`src/rtl/tlb_params.svh`:
```
`ifndef TLB_PARAMS_SVH
`define TLB_PARAMS_SVH

// entry count and index width
`define TLB_NUM   16
`define TLB_IDX_W 4

// page-size codes as carried on the ps fields
`define TLB_PS_4K 6'd12
`define TLB_PS_4M 6'd21

`endif
```
`src/rtl/tlb_pkg.sv`:
```
`default_nettype none

`include "tlb_params.svh"

package tlb_pkg;

        typedef struct packed {
                logic [19:0] ppn;
                logic [1:0]  plv;
                logic [1:0]  mat;
                logic        d;
                logic        v;
        } tlb_page_t;

        // stored form keeps the page size as one flag
        typedef struct packed {
                logic [18:0] vppn;
                logic        ps4mb;
                logic [9:0]  asid;
                logic        g;
                tlb_page_t   page0;
                tlb_page_t   page1;
        } tlb_entry_t;

        typedef struct packed {
                logic        e;
                logic [18:0] vppn;
                logic [5:0]  ps;
                logic [9:0]  asid;
                logic        g;
                tlb_page_t   page0;
                tlb_page_t   page1;
        } tlb_write_t;

        typedef struct packed {
                logic [18:0] vppn;
                logic        va_bit12;
                logic [9:0]  asid;
        } tlb_query_t;

        typedef struct packed {
                logic                  found;
                logic [`TLB_IDX_W-1:0] index;
                logic [5:0]            ps;
                tlb_page_t             page;
        } tlb_result_t;

        typedef enum logic [4:0] {
                inv_all0      = 5'd0,
                inv_all1      = 5'd1,
                inv_global    = 5'd2,
                inv_nonglobal = 5'd3,
                inv_asid      = 5'd4,
                inv_asid_va   = 5'd5,
                inv_va        = 5'd6
        } tlb_inv_op_e;

        // low 9 vppn bits are don't-care for a 4MB page
        function automatic logic vpn_match(tlb_entry_t ent, logic [18:0] vppn);
                return (ent.vppn[18:9] == vppn[18:9]) &&
                       (ent.ps4mb || (ent.vppn[8:0] == vppn[8:0]));
        endfunction

endpackage

`default_nettype wire

```
`src/rtl/tlb_top.sv`:
```
`timescale 1ns/1ps
`default_nettype none

`include "tlb_params.svh"

module tlb_top (
        input  logic                  clk,
        input  logic                  rst_n,
        // port 0 serves fetch and port 1 load/store
        input  tlb_pkg::tlb_query_t   s0_query,
        output tlb_pkg::tlb_result_t  s0_result,
        input  tlb_pkg::tlb_query_t   s1_query,
        output tlb_pkg::tlb_result_t  s1_result,
        // write port
        input  logic                  we,
        input  logic [`TLB_IDX_W-1:0] w_index,
        input  tlb_pkg::tlb_write_t   w_rec,
        // read port
        input  logic [`TLB_IDX_W-1:0] r_index,
        output tlb_pkg::tlb_write_t   r_rec,
        // invalidate
        input  logic                  inv_valid,
        input  tlb_pkg::tlb_inv_op_e  inv_op
);

        tlb_pkg::tlb_entry_t entries [`TLB_NUM];
        logic [`TLB_NUM-1:0] valid;
        logic [`TLB_NUM-1:0] inv_mask;

        tlb_entry_store store (
                .clk       (clk),
                .rst_n     (rst_n),
                .we        (we),
                .w_index   (w_index),
                .w_rec     (w_rec),
                .inv_valid (inv_valid),
                .inv_mask  (inv_mask),
                .r_index   (r_index),
                .r_rec     (r_rec),
                .entries   (entries),
                .valid     (valid)
        );

        tlb_lookup lookup0 (
                .query   (s0_query),
                .entries (entries),
                .valid   (valid),
                .result  (s0_result)
        );

        tlb_lookup lookup1 (
                .query   (s1_query),
                .entries (entries),
                .valid   (valid),
                .result  (s1_result)
        );

        // asid and va for invalidate come from port 1
        tlb_inv_match inv_match (
                .inv_op   (inv_op),
                .query    (s1_query),
                .entries  (entries),
                .valid    (valid),
                .inv_mask (inv_mask)
        );

endmodule

`default_nettype wire

```
`src/rtl/tlb_inv_match.sv`:
```
`timescale 1ns/1ps
`default_nettype none

`include "tlb_params.svh"

module tlb_inv_match (
        input  tlb_pkg::tlb_inv_op_e inv_op,
        input  tlb_pkg::tlb_query_t  query,
        input  tlb_pkg::tlb_entry_t  entries [`TLB_NUM],
        input  logic [`TLB_NUM-1:0]  valid,
        output logic [`TLB_NUM-1:0]  inv_mask
);

        logic [`TLB_NUM-1:0] glob;
        logic [`TLB_NUM-1:0] asid_hit;
        logic [`TLB_NUM-1:0] vpn_hit;

        always_comb begin
                for (int i = 0; i < `TLB_NUM; i++) begin
                        glob[i]     = entries[i].g;
                        asid_hit[i] = (entries[i].asid == query.asid);
                        vpn_hit[i]  = tlb_pkg::vpn_match(entries[i], query.vppn);
                end
        end

        always_comb begin
                case (inv_op)
                        tlb_pkg::inv_all0,
                        tlb_pkg::inv_all1:      inv_mask = '1;
                        tlb_pkg::inv_global:    inv_mask = glob;
                        tlb_pkg::inv_nonglobal: inv_mask = ~glob;
                        tlb_pkg::inv_asid:      inv_mask = ~glob & asid_hit;
                        tlb_pkg::inv_asid_va:   inv_mask = ~glob & asid_hit & vpn_hit;
                        // same hit rule as a port 1 search
                        tlb_pkg::inv_va:        inv_mask = valid & vpn_hit & (glob | asid_hit);
                        default:                inv_mask = '0;
                endcase
        end

endmodule

`default_nettype wire

```
`src/rtl/tlb_lookup.sv`:
```
`timescale 1ns/1ps
`default_nettype none

`include "tlb_params.svh"

module tlb_lookup (
        input  tlb_pkg::tlb_query_t  query,
        input  tlb_pkg::tlb_entry_t  entries [`TLB_NUM],
        input  logic [`TLB_NUM-1:0]  valid,
        output tlb_pkg::tlb_result_t result
);

        logic [`TLB_NUM-1:0]   hit;
        logic [`TLB_IDX_W-1:0] hit_idx;
        tlb_pkg::tlb_entry_t   hit_entry;
        logic                  odd;

        always_comb begin
                for (int i = 0; i < `TLB_NUM; i++) begin
                        hit[i] = valid[i] &&
                                 tlb_pkg::vpn_match(entries[i], query.vppn) &&
                                 (entries[i].g || (entries[i].asid == query.asid));
                end
        end

        // lowest index wins on a multi-hit
        always_comb begin
                hit_idx = '0;
                for (int i = `TLB_NUM - 1; i >= 0; i--) begin
                        if (hit[i]) begin
                                hit_idx = `TLB_IDX_W'(i);
                        end
                end
        end

        assign hit_entry = entries[hit_idx];

        // 4MB pairs split on vppn bit 8, 4KB pairs on va bit 12
        assign odd = hit_entry.ps4mb ? query.vppn[8] : query.va_bit12;

        always_comb begin
                result = '0;
                if (|hit) begin
                        result.found = 1'b1;
                        result.index = hit_idx;
                        result.ps    = hit_entry.ps4mb ? `TLB_PS_4M : `TLB_PS_4K;
                        result.page  = odd ? hit_entry.page1 : hit_entry.page0;
                end
        end

endmodule

`default_nettype wire

```
`src/rtl/tlb_entry_store.sv`:
```
`timescale 1ns/1ps
`default_nettype none

`include "tlb_params.svh"

module tlb_entry_store (
        input  logic                  clk,
        input  logic                  rst_n,
        input  logic                  we,
        input  logic [`TLB_IDX_W-1:0] w_index,
        input  tlb_pkg::tlb_write_t   w_rec,
        input  logic                  inv_valid,
        input  logic [`TLB_NUM-1:0]   inv_mask,
        input  logic [`TLB_IDX_W-1:0] r_index,
        output tlb_pkg::tlb_write_t   r_rec,
        output tlb_pkg::tlb_entry_t   entries [`TLB_NUM],
        output logic [`TLB_NUM-1:0]   valid
);

        tlb_pkg::tlb_entry_t w_entry;
        tlb_pkg::tlb_entry_t r_entry;

        // write record to stored form
        always_comb begin
                w_entry.vppn  = w_rec.vppn;
                w_entry.ps4mb = (w_rec.ps == `TLB_PS_4M);
                w_entry.asid  = w_rec.asid;
                w_entry.g     = w_rec.g;
                w_entry.page0 = w_rec.page0;
                w_entry.page1 = w_rec.page1;
        end

        always_ff @(posedge clk) begin
                if (we) begin
                        entries[w_index] <= w_entry;
                end
        end

        // write beats invalidate in the same cycle
        always_ff @(posedge clk or negedge rst_n) begin
                if (!rst_n) begin
                        valid <= '0;
                end else if (we) begin
                        valid[w_index] <= w_rec.e;
                end else if (inv_valid) begin
                        valid <= valid & ~inv_mask;
                end
        end

        assign r_entry = entries[r_index];

        // read port rebuilds ps from the flag
        always_comb begin
                r_rec.e     = valid[r_index];
                r_rec.vppn  = r_entry.vppn;
                r_rec.ps    = r_entry.ps4mb ? `TLB_PS_4M : `TLB_PS_4K;
                r_rec.asid  = r_entry.asid;
                r_rec.g     = r_entry.g;
                r_rec.page0 = r_entry.page0;
                r_rec.page1 = r_entry.page1;
        end

endmodule

`default_nettype wire

```
`config.mk`:
```
export PLATFORM = sky130hd
export DESIGN_NAME = tlb_top
export DESIGN_NICKNAME = d
export VERILOG_FILES = /design/src/rtl/tlb_pkg.sv /design/src/rtl/tlb_top.sv /design/src/rtl/tlb_inv_match.sv /design/src/rtl/tlb_lookup.sv /design/src/rtl/tlb_entry_store.sv
export VERILOG_INCLUDE_DIRS = /design/src /design/src/rtl
export SDC_FILE = /design/constraint.sdc
export NUM_CORES = 2
export LEC_CHECK = 0
export ABC_AREA = 0
export BUFFER_PORTS_ARGS = -buffer_cell sky130_fd_sc_hd__buf_2
export CORE_MARGIN = 2
export CORE_UTILIZATION = 50
export DETAILED_ROUTE_END_ITERATION = 7
export MAX_ROUTING_LAYER = met4
export PLACE_DENSITY = 0.67
export SLEW_MARGIN = 20
export SYNTH_ARGS = -nofsm -noshare
export SYNTH_HDL_FRONTEND = slang
export SYNTH_SLANG_ARGS = --single-unit
export TNS_END_PERCENT = 50
```
`constraint.sdc`:
```
create_clock -name clk -period 8.78 [get_ports clk]
set_input_delay 0.439 -clock clk [delete_from_list [all_inputs] [get_ports clk]]
set_output_delay 0.439 -clock clk [all_outputs]
set_load 0.1 [all_outputs]
```
==> run_results.csv <==
group,metric,value,unit
outcome,run_status,"finished with violations",
outcome,violations,"DRC",
timing,final_max_slew_viol_count,0,
final_layout,fillCellCount,13050,
route,drt_wl_total,313600,um
global_route,grt_antenna_before_repair,26,
timing,fin_crit_sh,92.82,%
worst_setup_path,path_class,"reg2out",
cts,cts_setup_buffers,0,
pwr,power_leakage,29.29,nW
synthesis,synth_seq_cells,1344,
synthesis,synth.most_common_cell,"edfxtp_1",
placement,hpwl,199600,um
job,max_cap_violations,0,
final_layout,fin_nets,6854,
min_path,worstHoldPathType,"in2reg",
floorplan,fp-row-count,147,
synthesis,ys_seq_area_share,50.12,%
worst_setup_path,reg2regPathDepth,7,
worst_setup_path,critPathLaunchType,"flip-flop",
worst_setup_path,endpoint_kind,"output pin",
cts,cts_tree,"built",
synthesis,async_reset_ff_share,1.190,%
timing,max_freq,0.1227,GHz
route,drt_pre_antenna_iters,8,
min_path,whs_endpoint,"store.entries[1293]",
route,initialDrtViolationCount,10480,
cts,htreeDepth,4,
placement,io_buffers,321,
worst_setup_path,worstPathMaxFanout,36,
cts,numCtsBuffers,151,
floorplan,io_pins,329,
timing,final.min_clock_period,8.149,ns
final_layout,syn_to_final_growth,10.87,%
worst_setup_path,ff2ff_setup_slack,6.00,ns
cts,clk_latency,0.80,ns
floorplan,start_util,50.22,%
cts,cts_buffer_depth,3,
worst_setup_path,timing.critical_path.mode_cell,"nand4_1",
route,vias,62360,
timing,hold_slack,0.03201,ns
floorplan,core,160000,um^2
floorplan,dieArea,163900,um^2
global_route,grtUsageTotal,38.73,%
worst_setup_path,cp_slowest_stage_delay,1.10,ns
route,drc,10,
final_layout,drive_above_1_share,18.20,%
pwr,powerDensity,176.6,nW/um^2
floorplan,die_y,404.9,um
worst_setup_path,cp_cell_sequence,"xnor2_1, nand4_1, nor4_1, o2111a_1, o211ai_1, a211o_1, a31oi_4, buf_4, nand4_1, nand4bb_4, or3_2, buf_12, nand4_1, a21oi_1, buf_2",
timing,finalHoldViolCount,0,
route,routedWlPerCell,35.15,um
route,via_per_inst,6.989,
worst_setup_path,worstPathBufferInverterCount,3,
timing,fin_setup_tns,0,ns
synthesis,syn-cell-area,80360,um^2
synthesis,synth_area_leaders,"edfxtp_1 (50%), mux4_2 (12%), xnor2_1 (5.7%), nand2_1 (5.3%), xor2_1 (4.4%)",
floorplan,dieWidth,404.9,um
min_path,worstHoldStart,"w_rec[48]",
min_path,hold_path_depth,1,
global_route,first_global_vias,58580,
synthesis,synth.top_cell.area_share,49.62,%
synthesis,yosys_warnings,0,
cts,path_clk_slew,0.07,ns
timing,setup_viol,0,
synthesis,synth_cell_types,86,
synthesis,ys_top_cells_by_count,"edfxtp_1 (1,328), nand2_1 (1,141), xnor2_1 (521)",
timing,rsz0062_at_grt,"false",
worst_setup_path,cpMaxStageDelayCell,"nor4_1",
worst_setup_path,cp_top_family,"simple AND/OR/NAND/NOR gates",
pwr,total_power,0.01573,W
global_route,grt_max_degree,170,
cts,cts.sinks,1344,
global_route,grt_pass1_wl,439200,um
synthesis,ys.flop_type,"edfxtp_1",
worst_setup_path,r2r_start,"store.entries[144]",
global_route,grt_remaining_overflow,0,
timing,worst_pin_slew,1.377,ns
synthesis,syn_inst,6562,
placement,gp_congestion,0.9981,
route,antenna_left,0,
synthesis,yosys.area.top_type,"edfxtp_1",
worst_setup_path,crit_arrival,7.71,ns
cts,cts-root-buf,"clkbuf_16",
synthesis,synth_area_per_cell,12.25,um^2
timing,max_slew_margin,7.350,%
synthesis,synth_edf_count,1328,
pwr,ir_drop,0.0002239,V
timing,skew,0.02501,ns
worst_setup_path,r2r_end,"store.valid[14]",
worst_setup_path,cp.required,8.34,ns
## what timing repair did
item,in CTS,in global routing
gates resized for setup,0,0
endpoints found under the setup margin,0,0
endpoints found under the hold margin,633,0
hold buffers,45,0
## how the worst max path moves through the flow
stage	start	to	slack (ns)	cells past startpoint
2_1_floorplan	w_index[1]	store.valid[0]	1.19	4
3_3_place_gp	s0_query[4]	s0_result[25]	1.22	16
3_5_place_dp	s0_query[3]	s0_result[25]	1.18	16
4_1_cts	store.entries[892]	s0_result[25]	0.71	15
5_1_grt	store.entries[1159]	s1_result[24]	0.57	16
6_report	store.entries[144]	s1_result[21]	0.63	15
## state kept, by name, summed over array words and instances (netlist names)
name,flops
store.entries,1328
store.valid,16
## cell type report
cell class                      instances  area, um^2  share of cell area (%)
Tap cell                             2086        2610                   2.929
Inverter                               15       56.30                 0.06319
Clock inverter                         87        1035                   1.161
Sequential cell                      1344       40280                   45.21
Antenna cell                           24       60.06                 0.06741
Timing Repair Buffer                  513        3453                   3.876
Multi-Input combinational cell       4663       37590                   42.19
Clock buffer                          191        4013                   4.504
## stage by stage
stage | setup WS (ns) | area, um^2 | cells | utilization (%)
2_1_floorplan | 1.186 | 80380 | 6567 | -
3_3_place_gp | 1.221 | 83460 | 8574 | 52.16
3_5_place_dp | 1.182 | 83490 | 8575 | 52.18
4_1_cts | 0.7129 | 88990 | 8898 | 55.61
5_1_grt | 0.5673 | 89100 | 8922 | 55.68
6_report | 0.6307 | 89100 | 8923 | 55.68
## report_power, final
part / total (W) / switching [W] / internal [W]
clock: 0.00652 / 0.00272 / 0.00380
sequential: 0.00740 / 0.000189 / 0.00721
combinational: 0.00182 / 0.00124 / 0.000578
## layout by cell type, fill, tap and decap left out, types with 36 or more instances in the layout
cell type	n
xor2_1	406
nor4_1	122
and3_1	186
buf_2	317
nand2_1	1138
edfxtp_1	1328
a211oi_1	57
dlygate4sd3_1	45
mux4_2	420
nand3_1	393
a21oi_1	162
nand4_1	153
nor3_1	76
a311oi_1	78
mux2i_1	325
nor2_1	36
clkbuf_16	154
xnor2_1	521
a22oi_1	52
buf_4	127
## logic make-up after synthesis
logic type      synth area share, %
buf+inv                       3.537
flops                         50.12
simple gates                  13.10
compound gates                6.930
other cells                0.009345
mux                           16.18
xor+xnor                      10.12
## worst register-to-register path: cells and delay by family (launching register included)
kind / cells / cell delay (ns)
AO/OA/AOI/OAI: 4 / 0.72
AND/OR/NAND/NOR: 2 / 1.19
flip-flops: 1 / 0.54
XOR/XNOR: 1 / 0.21
## layer usage
metal,GRT usage [%],share of wire [%],vias to the layer above
li1,-,-,25360
met1,52.68,37,30930
met2,54.55,43,5156
met3,10.26,14,913
met4,17.18,5.3,0
met5,-,0,-
(Power assumes the default switching activity.)
